File: config.mk
export PLATFORM = sky130hd
export DESIGN_NAME = uart_cmd_top
export DESIGN_NICKNAME = d
export VERILOG_FILES = /design/src/logic/cmd_pkg.sv /design/src/logic/uart_cfg_pkg.sv /design/src/logic/rx_link_if.sv /design/src/logic/uart_cmd_top.sv /design/src/logic/uart_tx.sv /design/src/logic/cmd_engine.sv /design/src/logic/uart_rx.sv
export SDC_FILE = /design/constraint.sdc
export NUM_CORES = 1
export LEC_CHECK = 0
export ABC_AREA = 1
export BUFFER_PORTS_ARGS = -buffer_cell sky130_fd_sc_hd__buf_4
export CAP_MARGIN = 25
export CORE_MARGIN = 1
export CORE_UTILIZATION = 24
export CTS_CLUSTER_SIZE = 25
export DETAILED_ROUTE_END_ITERATION = 10
export GPL_TIMING_DRIVEN = 0
export SLEW_MARGIN = 5
export SYNTH_ARGS = -nofsm -noshare
export SYNTH_HDL_FRONTEND = slang
export SYNTH_SLANG_ARGS = --single-unit
File: constraint.sdc
create_clock -name i_CLK -period 2.8 [get_ports i_CLK]
set_input_delay 0.56 -clock i_CLK [delete_from_list [all_inputs] [get_ports i_CLK]]
set_output_delay 0.56 -clock i_CLK [all_outputs]
set_load 0.01 [all_outputs]
File: src/logic/cmd_pkg.sv
package cmd_pkg;

    typedef logic [7:0] byte_t;

    // Control view, bit 7 set
    typedef struct packed {
        logic       is_ctl;
        logic [2:0] op;
        logic [3:0] key;
    } ctl_word_t;

    // Data view, bit 7 clear
    typedef struct packed {
        logic       is_ctl;
        logic [6:0] ch;
    } dat_word_t;

    // One received byte, read either way
    typedef union packed {
        ctl_word_t ctl;
        dat_word_t dat;
    } cmd_word_t;

    // Opcodes, anything else is ignored
    localparam logic [2:0] OP_SET_KEY = 3'd0;
    localparam logic [2:0] OP_STATUS  = 3'd1;

endpackage

File: src/logic/uart_cfg_pkg.sv
package uart_cfg_pkg;

    // Serial bit timing, kept short for simulation
    localparam int CLK_PER_BIT = 16;
    localparam int HALF_BIT    = CLK_PER_BIT / 2;   // Start bit check point
    localparam int BIT_CNT_W   = $clog2(CLK_PER_BIT);

    // Credit based flow control
    localparam int RX_CREDITS  = 4;                  // Engine buffer depth
    localparam int RX_PTR_W    = $clog2(RX_CREDITS);
    localparam int RX_CRED_W   = $clog2(RX_CREDITS + 1);
    localparam int TX_CREDITS  = 1;                  // Transmitter holding depth
    localparam int TX_CRED_W   = $clog2(TX_CREDITS + 1);

    localparam int ERR_CNT_W   = 8;

    // Receiver FSM codes
    localparam logic [2:0] RX_IDLE  = 3'd0;
    localparam logic [2:0] RX_START = 3'd1;
    localparam logic [2:0] RX_DATA  = 3'd2;
    localparam logic [2:0] RX_STOP  = 3'd3;
    localparam logic [2:0] RX_WAIT  = 3'd4;   // Wait for line high again

    // Transmitter FSM codes
    localparam logic [1:0] TX_IDLE  = 2'd0;
    localparam logic [1:0] TX_START = 2'd1;
    localparam logic [1:0] TX_DATA  = 2'd2;
    localparam logic [1:0] TX_STOP  = 2'd3;

endpackage
File: src/logic/rx_link_if.sv
`timescale 1ns/100ps

interface rx_link_if;
    import cmd_pkg::*;

    logic  valid;   // One cycle per accepted byte
    byte_t data;
    logic  err;     // Framing error pulse
    logic  credit;  // Engine freed one buffer slot

    modport src
    (
        output valid,
        output data,
        output err,
        input  credit
    );

    modport snk
    (
        input  valid,
        input  data,
        input  err,
        output credit
    );

endinterface

File: src/logic/uart_cmd_top.sv
`timescale 1ns/100ps

module uart_cmd_top
(
    input  logic                              i_CLK,
    input  logic                              i_RST,
    input  logic                              i_rxd,
    output logic                              o_txd,
    output logic [uart_cfg_pkg::ERR_CNT_W-1:0] o_err_cnt
);
    import cmd_pkg::*;

    logic  tx_valid;
    byte_t tx_data;
    logic  tx_credit;

    rx_link_if u_lnk ();

    uart_rx u_rx
    (
        .i_CLK     (i_CLK),
        .i_RST     (i_RST),
        .i_rxd     (i_rxd),
        .o_err_cnt (o_err_cnt),
        .lnk       (u_lnk.src)
    );

    cmd_engine u_eng
    (
        .i_CLK       (i_CLK),
        .i_RST       (i_RST),
        .lnk         (u_lnk.snk),
        .o_tx_valid  (tx_valid),
        .o_tx_data   (tx_data),
        .i_tx_credit (tx_credit)
    );

    uart_tx u_tx
    (
        .i_CLK       (i_CLK),
        .i_RST       (i_RST),
        .i_tx_valid  (tx_valid),
        .i_tx_data   (tx_data),
        .o_tx_credit (tx_credit),
        .o_txd       (o_txd)
    );

endmodule

File: src/logic/uart_tx.sv
`timescale 1ns/100ps

module uart_tx
(
    input  logic           i_CLK,
    input  logic           i_RST,
    input  logic           i_tx_valid,
    input  cmd_pkg::byte_t i_tx_data,
    output logic           o_tx_credit,
    output logic           o_txd
);
    import uart_cfg_pkg::*;
    import cmd_pkg::*;

    byte_t                hold_q;
    logic                 hold_full;
    byte_t                shift_q;
    logic [1:0]           state;
    logic [BIT_CNT_W-1:0] clk_cnt;
    logic [2:0]           bit_idx;
    logic                 bit_end;
    logic                 load;
    logic                 line_bit;

    assign bit_end = (clk_cnt == BIT_CNT_W'(CLK_PER_BIT - 1));
    assign load    = (state == TX_IDLE) && hold_full;

    always_comb
    begin
        case (state)
            TX_START: line_bit = 1'b0;
            TX_DATA:  line_bit = shift_q[0];
            default:  line_bit = 1'b1;      // Idle and stop are mark
        endcase
    end

    always_ff @(posedge i_CLK)
    begin
        if (i_tx_valid)
            hold_q <= i_tx_data;
        if (load)
            shift_q <= hold_q;
        else if ((state == TX_DATA) && bit_end)
            shift_q <= shift_q >> 1;
    end

    always_ff @(posedge i_CLK)
    begin
        if (!i_RST)
        begin
            state       <= TX_IDLE;
            clk_cnt     <= '0;
            bit_idx     <= '0;
            hold_full   <= 1'b0;
            o_tx_credit <= 1'b0;
            o_txd       <= 1'b1;
        end
        else
        begin
            o_txd       <= line_bit;    // Line lags the FSM by one clock
            o_tx_credit <= load;
            if (load)
                hold_full <= 1'b0;
            if (i_tx_valid)
                hold_full <= 1'b1;
            clk_cnt <= ((state == TX_IDLE) || bit_end) ? '0 : clk_cnt + 1'b1;
            case (state)
                TX_IDLE:
                begin
                    bit_idx <= '0;
                    if (hold_full)
                        state <= TX_START;
                end
                TX_START:
                begin
                    if (bit_end)
                        state <= TX_DATA;
                end
                TX_DATA:
                begin
                    if (bit_end)
                    begin
                        bit_idx <= bit_idx + 1'b1;
                        if (bit_idx == 3'd7)
                            state <= TX_STOP;
                    end
                end
                default:
                begin
                    if (bit_end)
                        state <= TX_IDLE;
                end
            endcase
        end
    end

    a_no_hold_overrun: assert property (@(posedge i_CLK) disable iff (!i_RST)
        i_tx_valid |-> !hold_full)
        else $error("uart_tx: byte received with holding register full");

endmodule

File: src/logic/cmd_engine.sv
`timescale 1ns/100ps

module cmd_engine
(
    input  logic           i_CLK,
    input  logic           i_RST,
    rx_link_if.snk         lnk,
    output logic           o_tx_valid,
    output cmd_pkg::byte_t o_tx_data,
    input  logic           i_tx_credit
);
    import uart_cfg_pkg::*;
    import cmd_pkg::*;

    byte_t                buf_mem [RX_CREDITS];
    logic [RX_PTR_W-1:0]  wr_ptr;
    logic [RX_PTR_W-1:0]  rd_ptr;
    logic [RX_CRED_W-1:0] fill;
    logic [TX_CRED_W-1:0] tx_cred;
    logic [3:0]           key_q;
    logic [6:0]           data_cnt;
    cmd_word_t            head;
    logic                 is_set;
    logic                 is_stat;
    logic                 needs_out;
    logic                 pop;
    logic                 send;

    // Decode the oldest buffered word
    always_comb
    begin
        head      = cmd_word_t'(buf_mem[rd_ptr]);
        is_set    = head.ctl.is_ctl && (head.ctl.op == OP_SET_KEY);
        is_stat   = head.ctl.is_ctl && (head.ctl.op == OP_STATUS);
        needs_out = !head.dat.is_ctl || is_stat;
        pop       = (fill != '0) && (!needs_out || (tx_cred != '0));
        send      = pop && needs_out;
    end

    always_ff @(posedge i_CLK)
    begin
        if (lnk.valid)
            buf_mem[wr_ptr] <= lnk.data;
    end

    always_ff @(posedge i_CLK)
    begin
        if (!i_RST)
        begin
            wr_ptr     <= '0;
            rd_ptr     <= '0;
            fill       <= '0;
            tx_cred    <= TX_CRED_W'(TX_CREDITS);
            key_q      <= '0;
            data_cnt   <= '0;
            lnk.credit <= 1'b0;
            o_tx_valid <= 1'b0;
        end
        else
        begin
            lnk.credit <= pop;          // Hand the freed slot back
            o_tx_valid <= send;
            if (lnk.valid)
                wr_ptr <= wr_ptr + 1'b1;
            if (pop)
                rd_ptr <= rd_ptr + 1'b1;
            case ({lnk.valid, pop})
                2'b10:   fill <= fill + 1'b1;
                2'b01:   fill <= fill - 1'b1;
                default: fill <= fill;
            endcase
            case ({send, i_tx_credit})
                2'b10:   tx_cred <= tx_cred - 1'b1;
                2'b01:   tx_cred <= tx_cred + 1'b1;
                default: tx_cred <= tx_cred;
            endcase
            if (pop && is_set)
                key_q <= head.ctl.key;
            if (pop && !head.dat.is_ctl)
                data_cnt <= data_cnt + 1'b1;    // Wraps at 128
        end
    end

    // Output byte is status or scrambled data
    always_ff @(posedge i_CLK)
    begin
        if (send)
        begin
            if (is_stat)
                o_tx_data <= {1'b0, data_cnt};
            else
                o_tx_data <= {1'b0, head.dat.ch[6:4], head.dat.ch[3:0] ^ key_q};
        end
    end

    a_no_push_full: assert property (@(posedge i_CLK) disable iff (!i_RST)
        lnk.valid |-> (fill != RX_CRED_W'(RX_CREDITS)))
        else $error("cmd_engine: word pushed into full buffer");

    a_no_extra_tx_credit: assert property (@(posedge i_CLK) disable iff (!i_RST)
        i_tx_credit |-> (tx_cred != TX_CRED_W'(TX_CREDITS)))
        else $error("cmd_engine: tx credit returned with none outstanding");

endmodule

File: src/logic/uart_rx.sv
`timescale 1ns/100ps

module uart_rx
(
    input  logic                              i_CLK,
    input  logic                              i_RST,
    input  logic                              i_rxd,
    output logic [uart_cfg_pkg::ERR_CNT_W-1:0] o_err_cnt,
    rx_link_if.src                            lnk
);
    import uart_cfg_pkg::*;
    import cmd_pkg::*;

    logic [2:0]           state;
    logic [BIT_CNT_W-1:0] clk_cnt;
    logic [2:0]           bit_idx;
    byte_t                shift_q;
    logic [RX_CRED_W-1:0] credit_q;
    logic                 bit_end;
    logic                 stop_smp;
    logic                 take;
    logic                 err_evt;

    assign bit_end  = (clk_cnt == BIT_CNT_W'(CLK_PER_BIT - 1));
    assign stop_smp = (state == RX_STOP) && bit_end;

    // Stop sample decides the frame outcome
    assign take    = stop_smp && i_rxd && (credit_q != '0);
    assign err_evt = stop_smp && (!i_rxd || (credit_q == '0));

    assign lnk.data = shift_q;

    always_ff @(posedge i_CLK)
    begin
        if (!i_RST)
        begin
            state     <= RX_IDLE;
            clk_cnt   <= '0;
            bit_idx   <= '0;
            lnk.valid <= 1'b0;
            lnk.err   <= 1'b0;
        end
        else
        begin
            lnk.valid <= take;
            lnk.err   <= stop_smp && !i_rxd;
            case (state)
                RX_IDLE:
                begin
                    clk_cnt <= '0;
                    if (!i_rxd)
                        state <= RX_START;
                end
                RX_START:
                begin
                    if (clk_cnt == BIT_CNT_W'(HALF_BIT - 1))
                    begin
                        clk_cnt <= '0;
                        bit_idx <= '0;
                        state   <= i_rxd ? RX_IDLE : RX_DATA;  // Glitch goes back
                    end
                    else
                        clk_cnt <= clk_cnt + 1'b1;
                end
                RX_DATA:
                begin
                    clk_cnt <= bit_end ? '0 : clk_cnt + 1'b1;
                    if (bit_end)
                    begin
                        bit_idx <= bit_idx + 1'b1;
                        if (bit_idx == 3'd7)
                            state <= RX_STOP;
                    end
                end
                RX_STOP:
                begin
                    clk_cnt <= bit_end ? '0 : clk_cnt + 1'b1;
                    if (bit_end)
                        state <= RX_WAIT;
                end
                default:
                begin
                    if (i_rxd)
                        state <= RX_IDLE;   // Line back to mark
                end
            endcase
        end
    end

    // LSB arrives first
    always_ff @(posedge i_CLK)
    begin
        if ((state == RX_DATA) && bit_end)
            shift_q <= {i_rxd, shift_q[7:1]};
    end

    always_ff @(posedge i_CLK)
    begin
        if (!i_RST)
        begin
            credit_q  <= RX_CRED_W'(RX_CREDITS);
            o_err_cnt <= '0;
        end
        else
        begin
            case ({take, lnk.credit})
                2'b10:   credit_q <= credit_q - 1'b1;
                2'b01:   credit_q <= credit_q + 1'b1;
                default: credit_q <= credit_q;
            endcase
            if (err_evt && (o_err_cnt != '1))
                o_err_cnt <= o_err_cnt + 1'b1;  // Saturates
        end
    end

    // Engine hands back only credits that were spent
    a_no_extra_credit: assert property (@(posedge i_CLK) disable iff (!i_RST)
        lnk.credit |-> (credit_q != RX_CRED_W'(RX_CREDITS)))
        else $error("uart_rx: credit returned with all credits home");

endmodule

# Yosys cells after proc, flatten, opt, wreduce, memory -nomap -nowiden
# Memory sizes are Yosys's and may differ from the RTL's. A register that Yosys moved wholly into a read port is not among the register bits.
# Index checks and enable logic that the tools add are counted.
# Widths: inputs -> output; s select.
# totals
ram_bits,32
out_inout_bits,9
inputBits,3
mem_count,1
wordCells,146
register_bits,87
# classes
n_mux,35
n_reduce_logical,43
n_bitwise,2
n_eq_ne,27
n_addsub,14
# mem_list
name,words,word_bits,read_ports,rd_clocked_by_memory_dff,write_ports,line,source
u_eng.buf_mem,4,8,1,1,1,cmd_engine.sv:15,byte_t buf_mem [RX_CREDITS];
# ops
op,count
$mux 3,9
$pmux 3 s2,4
$mux 2,8
$mux 8,2
$reduce_bool 2->1,8
$logic_and 1x1->1,14
$ne 2x1->1 const B,7
$add 3x1->3 const B,4
$pmux 3 s4,1
$pmux 4 s3,1
$logic_not 3->1,3
$reduce_bool 3->1,3
$add 4x1->4 const B,2
$add 8x1->8 const B,1
$eq 2x1->1 const B,4
$eq 2x2->1 const B,4
$eq 4x4->1 const B,2
$mux 4,2
$ne 8x8->1 const B,1
$add 7x1->7 const B,1
$mux 7,1
$eq 3x1->1 const B,2
$eq 3x2->1 const B,2
$eq 3x3->1 const B,2
20 further kinds,33

# Logic depth before layout (Yosys ltp)
# Gate-level depths: netlist of run 1.
# logic_depth
depth_word,9
depth_mapped,17
ltp_nobuf,16

# Cells and area by module
# A second synthesis of run 1 with hierarchy kept.
# hier_totals
cells_unflattened,557
hier_area_um2,5481.5
# by_module_without_submodules
module,seq_area_each_um2,cells_each,area_each_um2,instances
cmd_engine,1631.6,272,2785.2,1
uart_rx,700.7,185,1544.0,1
uart_tx,720.7,100,1152.4,1

# Worst setup path after synthesis of run 1
# OpenSTA, ideal clock, no wires.
# synth_path
kind,flip-flop to flip-flop
startpoint,register with a tool-made name
endpoint,register u_eng.fill[2]
setup_ns,0.122
stages_incl_launch_ff,18
period_less_slack_ns,2.245
arrival_ns,2.123
setup_slack_ns,0.555
path_cell_list,dfxtp_1 buf_6 buf_6 nand2_1 nand3_1 nand2_1 nand3_2 nand2_4 nand2_4 nand2_2 inv_2 ha_1 inv_1 fa_1 a21oi_1 o21ai_0 o21ai_0 a21oi_1
# synth_lines
element,line,source
end signal: assignment,cmd_engine.sv:68,2'b10: fill <= fill + 1'b1;
end signal: assignment,cmd_engine.sv:69,2'b01: fill <= fill - 1'b1;
end signal: assignment,cmd_engine.sv:70,default: fill <= fill;
end: declaration,cmd_engine.sv:18,logic [RX_CRED_W-1:0] fill;

==> impl_metrics.json, run 1 <==
{
  "status": "finished clean",
  "setup_viol": 0,
  "grt_max_degree": 17,
  "cts_tree": "done",
  "clkSinkCount": 118,
  "finalSetupTns_ns": 0,
  "switching_share_pct": 21.3,
  "clk_path_buf_depth": 2,
  "dpl.cell_count": 815,
  "ys_seq_area_share_pct": 58.1,
  "post_drt_wl_per_cell_microns": 10.9,
  "min_period_ns": 2.54,
  "peakVddDrop_v": 0.000425,
  "ys_async_sr_fraction_pct": 0,
  "start_kind": "register",
  "synth-seq-cells": 118,
  "area_growth_pct": 20.0,
  "start_util_pct": 24.4,
  "syn-num-nets": 551,
  "grt_pass1_vias": 3341,
  "cp_max_fo": 9,
  "final_cell_mix": "nand2_1, edfxtp_1, inv_1, dfxtp_1, nor2_1",
  "die-area_sq_mm": 0.0219,
  "power.density_mw_per_mm2": 688,
  "ctsHtreeMaxLevel": 4,
  "crit_arrival_ns": 2.84,
  "cts-root-buf": "clkbuf_16",
  "max_slew_margin_pct": 62.3,
  "rsz0062_at_grt": "no",
  "gp_congestion": 0.742,
  "ys_types": 36,
  "dr.pass1.iters": 5,
  "dp_hpwl_microns": 6340,
  "final_util_pct": 29.3,
  "grt_pass1_wl_microns": 15900,
  "avgSynthCellArea_sq_um": 9.66,
  "overflow": 0,
  "grt_use_total_pct": 9.56,
  "finalMaxSlewViolations": 0,
  "post_cts_buffers": 0,
  "finalCritPeriodShare_pct": 90.7,
  "synthCells": 529,
  "synth_warnings": 0,
  "p_int_mw": 3.32,
  "postLayoutCellArea_sq_mm": 0.00614,
  "p_leak_nw": 2.42,
  "hold_viol_final": 0,
  "synth_edf_count": 61,
  "post_dp_cell_area_sq_mm": 0.00554,
  "layout-drive-gt1-share_pct": 12.2,
  "place.port_buffers": 11,
  "end_kind": "register",
  "n_fill_cell": 2188,
  "drcViolationCount": 0,
  "final_nets": 582,
  "die_h_microns": 148,
  "io_pins": 12,
  "tightest_slew_ns": 0.566,
  "core_sq_mm": 0.0210,
  "vias": 3472,
  "seqPwrFrac_pct": 44.5,
  "drt_iter0_markers": 252,
  "clkPwrFrac_pct": 50.3,
  "drt_wl_total_microns": 9230,
  "cts_made_buffers": 17,
  "fin_skew_ns": 0.00587,
  "ys.flop_type": "edfxtp_1",
  "fp.dieW_microns": 148,
  "final_cells": 848,
  "n_antenna_cell": 0,
  "combPwrFrac_pct": 5.2,
  "clock_latency_ns": 0.41,
  "clk_pin_slew_ns": 0.06,
  "layout_commonest_cell": "nand2_1",
  "critPathKind": "reg2reg",
  "hp-class": "in2reg",
  "antenna_left": 0,
  "viasPerCell": 4.09,
  "drv_cap": 0,
  "fmax_mhz": 394,
  "worstPathRequired_ns": 3.10,
  "switchingPower_uw": 899,
  "antenna_found_initial": 0,
  "rows": 53,
  "synth_area_sq_mm": 0.00511
}
## worst paths after layout
| path | startpoint | endpoint | slack [ns] | cells after the start |
|---|---|---|---|---|
| max | register | u_eng.fill[2] | 0.26 | 16 |
| min reg2reg | u_eng.o_tx_data[5] | u_tx.hold_q[5] | 0.42 | 0 |
| max reg2reg | register | u_eng.fill[2] | 0.26 | 16 |
| min | i_rxd | u_rx.lnk.data[7] | 0.39 | 1 |
## area by class of cell
class	count	area [sq um]	share of cell area [%]
Inverter	65	246	4.02
Buffer	13	91.3	1.49
Multi-Input combinational cell	333	1800	29.4
Sequential cell	118	2970	48.4
Clock buffer	24	492	8.01
Timing Repair Buffer	12	90.1	1.47
Tap cell	275	344	5.61
Clock inverter	8	96.3	1.57
## what timing repair did
action	CTS	global route
hold buffers	0	0
resized for setup	0	1
endpoints found under the setup margin	0	1
## flip-flops by register name, indices dropped and copies added, names as in the netlist, 3 cells and up, named ones only
register	flops
u_eng.fill	3
u_rx.clk_cnt	4
u_tx.bit_idx	3
u_rx.bit_idx	3
u_tx.shift_q	7
u_tx.clk_cnt	4
u_rx.o_err_cnt	8
u_rx.state	3
u_tx.hold_q	7
u_rx.credit_q	3
u_eng.buf_mem	32
u_eng.o_tx_data	7
u_eng.data_cnt	7
u_eng.key_q	4
u_rx.lnk.data	8
## Yosys cell counts (2+ instances only)
cell | n | area [sq um]
nand2_1 | 109 | 409
ha_1 | 17 | 213
o21ai_0 | 30 | 150
xnor2_1 | 3 | 26.3
dfxtp_1 | 57 | 1140
or2_2 | 4 | 25.0
xor2_1 | 15 | 131
clkbuf_1 | 4 | 15.0
nand3_1 | 21 | 105
edfxtp_1 | 61 | 1830
nor3_1 | 4 | 20.0
fa_1 | 2 | 40.0
nand3_2 | 3 | 30.0
nand2_4 | 2 | 22.5
buf_1 | 2 | 7.51
nor2_1 | 54 | 203
inv_2 | 3 | 11.3
inv_1 | 60 | 225
a21oi_1 | 39 | 195
nand4_1 | 12 | 75.1
o21ai_2 | 3 | 26.3
o22a_1 | 4 | 35.0
o21ai_1 | 2 | 10.0
buf_6 | 5 | 56.3
nand2_2 | 2 | 12.5
## per-layer routing
| metal | global-route usage [%] | share of wire [%] |
|---|---|---|
| met5 | 0 | 0 |
| met4 | 5.72 | 2.5 |
| met3 | 3.18 | 3.1 |
| met2 | 14.5 | 47 |
| met1 | 11.8 | 47 |
## worst max-delay path, cell delays in order, from the launching register on
cell and delay [ns]:
dfxtp_1 0.30, buf_4 0.17, inv_2 0.10, nand3_1 0.09
nand2_1 0.13, nand3_2 0.14, nand2_4 0.07, nand2_4 0.10
nand2_2 0.09, inv_2 0.10, ha_1 0.15, inv_1 0.07
fa_1 0.43, a21oi_1 0.15, o21ai_0 0.11, o21ai_0 0.16
a21oi_1 0.06
## stage by stage
step	power, mW	hold WS (ns)	setup WS, ns
2_1_floorplan	2.08	0.400	0.555
3_3_place_gp	2.13	0.402	0.291
3_5_place_dp	2.13	0.406	0.265
4_1_cts	4.27	0.372	0.248
5_1_grt	4.40	0.369	0.0116
6_report	4.22	0.389	0.260
## power groups by stage
stage | logic, mW | registers (mW) | clock network (mW)
finish | 0.219 | 1.88 | 2.12
global route | 0.268 | 1.88 | 2.25
CTS | 0.221 | 1.88 | 2.17
detailed placement | 0.219 | 1.91 | 0
global placement | 0.216 | 1.91 | 0
floorplan | 0.173 | 1.90 | 0
## cell families (layout without fill, tap and decap cells)
family	after synthesis	count (layout)	share of synthesized area, %
buf+inv	78	122	6.61
xor+xnor	18	18	3.08
flops	118	118	58.1
compound gates	82	82	8.86
fa+ha+maj	19	19	4.94
simple gates	214	214	18.4
Power figures use the tool's default switching activity.
==> inputs of run 2 (changes only) <==
ABC_AREA = unset   (was 1)
SKIP_CTS_REPAIR_TIMING = 1   (was unset)
==> impl_metrics.json, run 2 <==
{
  "fp.dieW_microns": 146,
  "hold_viol_final": 0,
  "drcViolationCount": 0,
  "synth.most_common_cell": "edfxtp_1",
  "status": "finished clean",
  "dp_hpwl_microns": 5930,
  "ctsHtreeMaxLevel": 4,
  "ys_async_sr_fraction_pct": 0,
  "layout-drive-gt1-share_pct": 15.7,
  "synth.top_cell.area_share_pct": 36.7,
  "crit_end": "u_eng.fill[2]",
  "final_cell_mix": "edfxtp_1, dfxtp_1, and2_1, nand2_1",
  "synthCells": 393,
  "largest_reg_flops": 32,
  "worstPathRequired_ns": 3.12,
  "drt_wl_total_microns": 8580,
  "clk_path_buf_depth": 2,
  "drt_iter0_markers": 175,
  "clkSinkCount": 118,
  "postLayoutCellArea_sq_mm": 0.00607,
  "post_drt_wl_per_cell_microns": 12.1,
  "synth_edf_count": 61,
  "drv_cap": 0,
  "r2r_slack_ns": 0.12,
  "synth_top_area_cell": "edfxtp_1",
  "grt_pass1_wl_microns": 14400,
  "crit_arrival_ns": 3.00,
  "layout_commonest_cell": "edfxtp_1",
  "fin_skew_ns": 0.00750,
  "min_period_ns": 2.68,
  "clk_pin_slew_ns": 0.05,
  "rr_endpoint": "u_eng.fill[2]",
  "grt_max_degree": 17,
  "io_pins": 12,
  "end_kind": "register",
  "syn-num-nets": 415,
  "grt_use_total_pct": 8.74,
  "finalCritPeriodShare_pct": 95.7,
  "area_growth_pct": 21.4,
  "grt_pass1_vias": 3025,
  "finalSetupTns_ns": 0,
  "n_antenna_cell": 0,
  "p_leak_nw": 2.23,
  "clock_latency_ns": 0.40,
  "cp_max_fo": 6,
  "cts_tree": "done",
  "antenna_left": 0,
  "dr.pass1.iters": 6,
  "synth_area_sq_mm": 0.00500,
  "place.port_buffers": 10,
  "max_slew_margin_pct": 43.4,
  "critPathKind": "reg2reg",
  "avgSynthCellArea_sq_um": 12.7,
  "die_h_microns": 146,
  "rows": 52,
  "finalMaxSlewViolations": 0,
  "worst_hold_slack_ns": 0.408,
  "vias": 2985,
  "synthTopCellsByArea": "edfxtp_1, dfxtp_1, ha_1",
  "power_mw": 5.11,
  "synthTopCellsByCount": "edfxtp_1, dfxtp_1, and2_1, nand2_1, nor2b_1",
  "ys.flop_type": "edfxtp_1",
  "post_dp_cell_area_sq_mm": 0.00542,
  "cts-root-buf": "clkbuf_16",
  "tightest_slew_ns": 0.844,
  "overflow": 0,
  "power.density_mw_per_mm2": 843,
  "cts_made_buffers": 17,
  "synth-seq-cells": 118,
  "start_util_pct": 24.6,
  "gp_congestion": 0.783,
  "setup_viol": 0,
  "antenna_found_initial": 0,
  "die-area_sq_mm": 0.0214,
  "regMostFlops": "u_eng.buf_mem",
  "fmax_mhz": 373,
  "synth_warnings": 0,
  "start_kind": "register",
  "hp-class": "in2reg",
  "holdPathStages": 1,
  "ys_seq_area_share_pct": 59.5,
  "ys_types": 51,
  "viasPerCell": 4.21,
  "final_nets": 448,
  "r2r_cells": 9,
  "core_sq_mm": 0.0203,
  "rsz0062_at_grt": "no",
  "peakVddDrop_v": 0.000478
}
## run 2: changes by cell type after synthesis, sizes merged, moves of 8 or more
cell,previous run,this run
inv,64,16
o21ai,35,17
nand4,12,1
clkbuf,4,12
mux4,0,8
nor2b,0,18
nand2,113,25
and2,0,26
a21oi,39,4
nor2,55,13
mux2i,0,10
nand3,25,11
xnor2,3,13
## run 2: worst min path at each step
stage                  endpoint          startpoint
2_1_floorplan    u_tx.hold_q[0]  u_eng.o_tx_data[0]
3_3_place_gp     u_tx.hold_q[5]  u_eng.o_tx_data[5]
3_5_place_dp     u_tx.hold_q[4]  u_eng.o_tx_data[4]
4_1_cts        u_rx.lnk.data[7]               i_rxd
5_1_grt        u_rx.lnk.data[7]               i_rxd
6_report       u_rx.lnk.data[7]               i_rxd
## run 2: critical path, stage by stage, from the launching register on
cell      delay [ns]
dfxtp_1         0.32
buf_6           0.13
mux4_2          0.60
a31oi_4         0.22
ha_2            0.22
inv_1           0.06
fa_1            0.43
xor2_1          0.16
or3_1           0.30
a21boi_1        0.16
## run 2: cell families after synthesis
kind of cell | Yosys count | share of synthesized area, %
AOI/OAI and AO/OA | 48 | 6.66
xor gates and xnor gates | 26 | 4.56
adders and majority gates | 19 | 5.06
buffers and inverters | 32 | 2.75
DFF | 118 | 59.5
muxes | 24 | 7.11
and+or+nand+nor | 126 | 14.4
## run 2: area by class of cell
type	instances	area (sq um)
Sequential cell	118	2970
Tap cell	270	338
Fill cell	2053	14200
Buffer	15	73.8
Inverter	16	60.1
Timing Repair Buffer	15	113
Clock buffer	25	527
Multi-Input combinational cell	243	1890
Clock inverter	7	90.1
## run 2: routing by layer
metal / wire length [microns] / vias to the layer above / GRT usage (%)
li1: - / 1466 / -
met2: 4220 / 27 / 14.1
met1: 3950 / 1481 / 10.2
met5: 0 / - / 0
met4: 136 / 0 / 3.65
met3: 278 / 11 / 3.66
## run 2: stage by stage
stage	worst slack (ns)	utilization [%]	instances
6_report	0.119	29.9	709
5_1_grt	0.00298	29.9	709
4_1_cts	-0.135	29.7	705
3_5_place_dp	-0.114	26.7	673
3_3_place_gp	-0.0564	26.7	673
2_1_floorplan	0.215	-	393
## run 2: power breakdown
part	leakage [nW]	internal, mW	total, mW	switching, mW
clock network	0.309	1.48	2.20	0.720
registers	1.01	2.01	2.13	0.113
logic	0.904	0.374	0.787	0.413
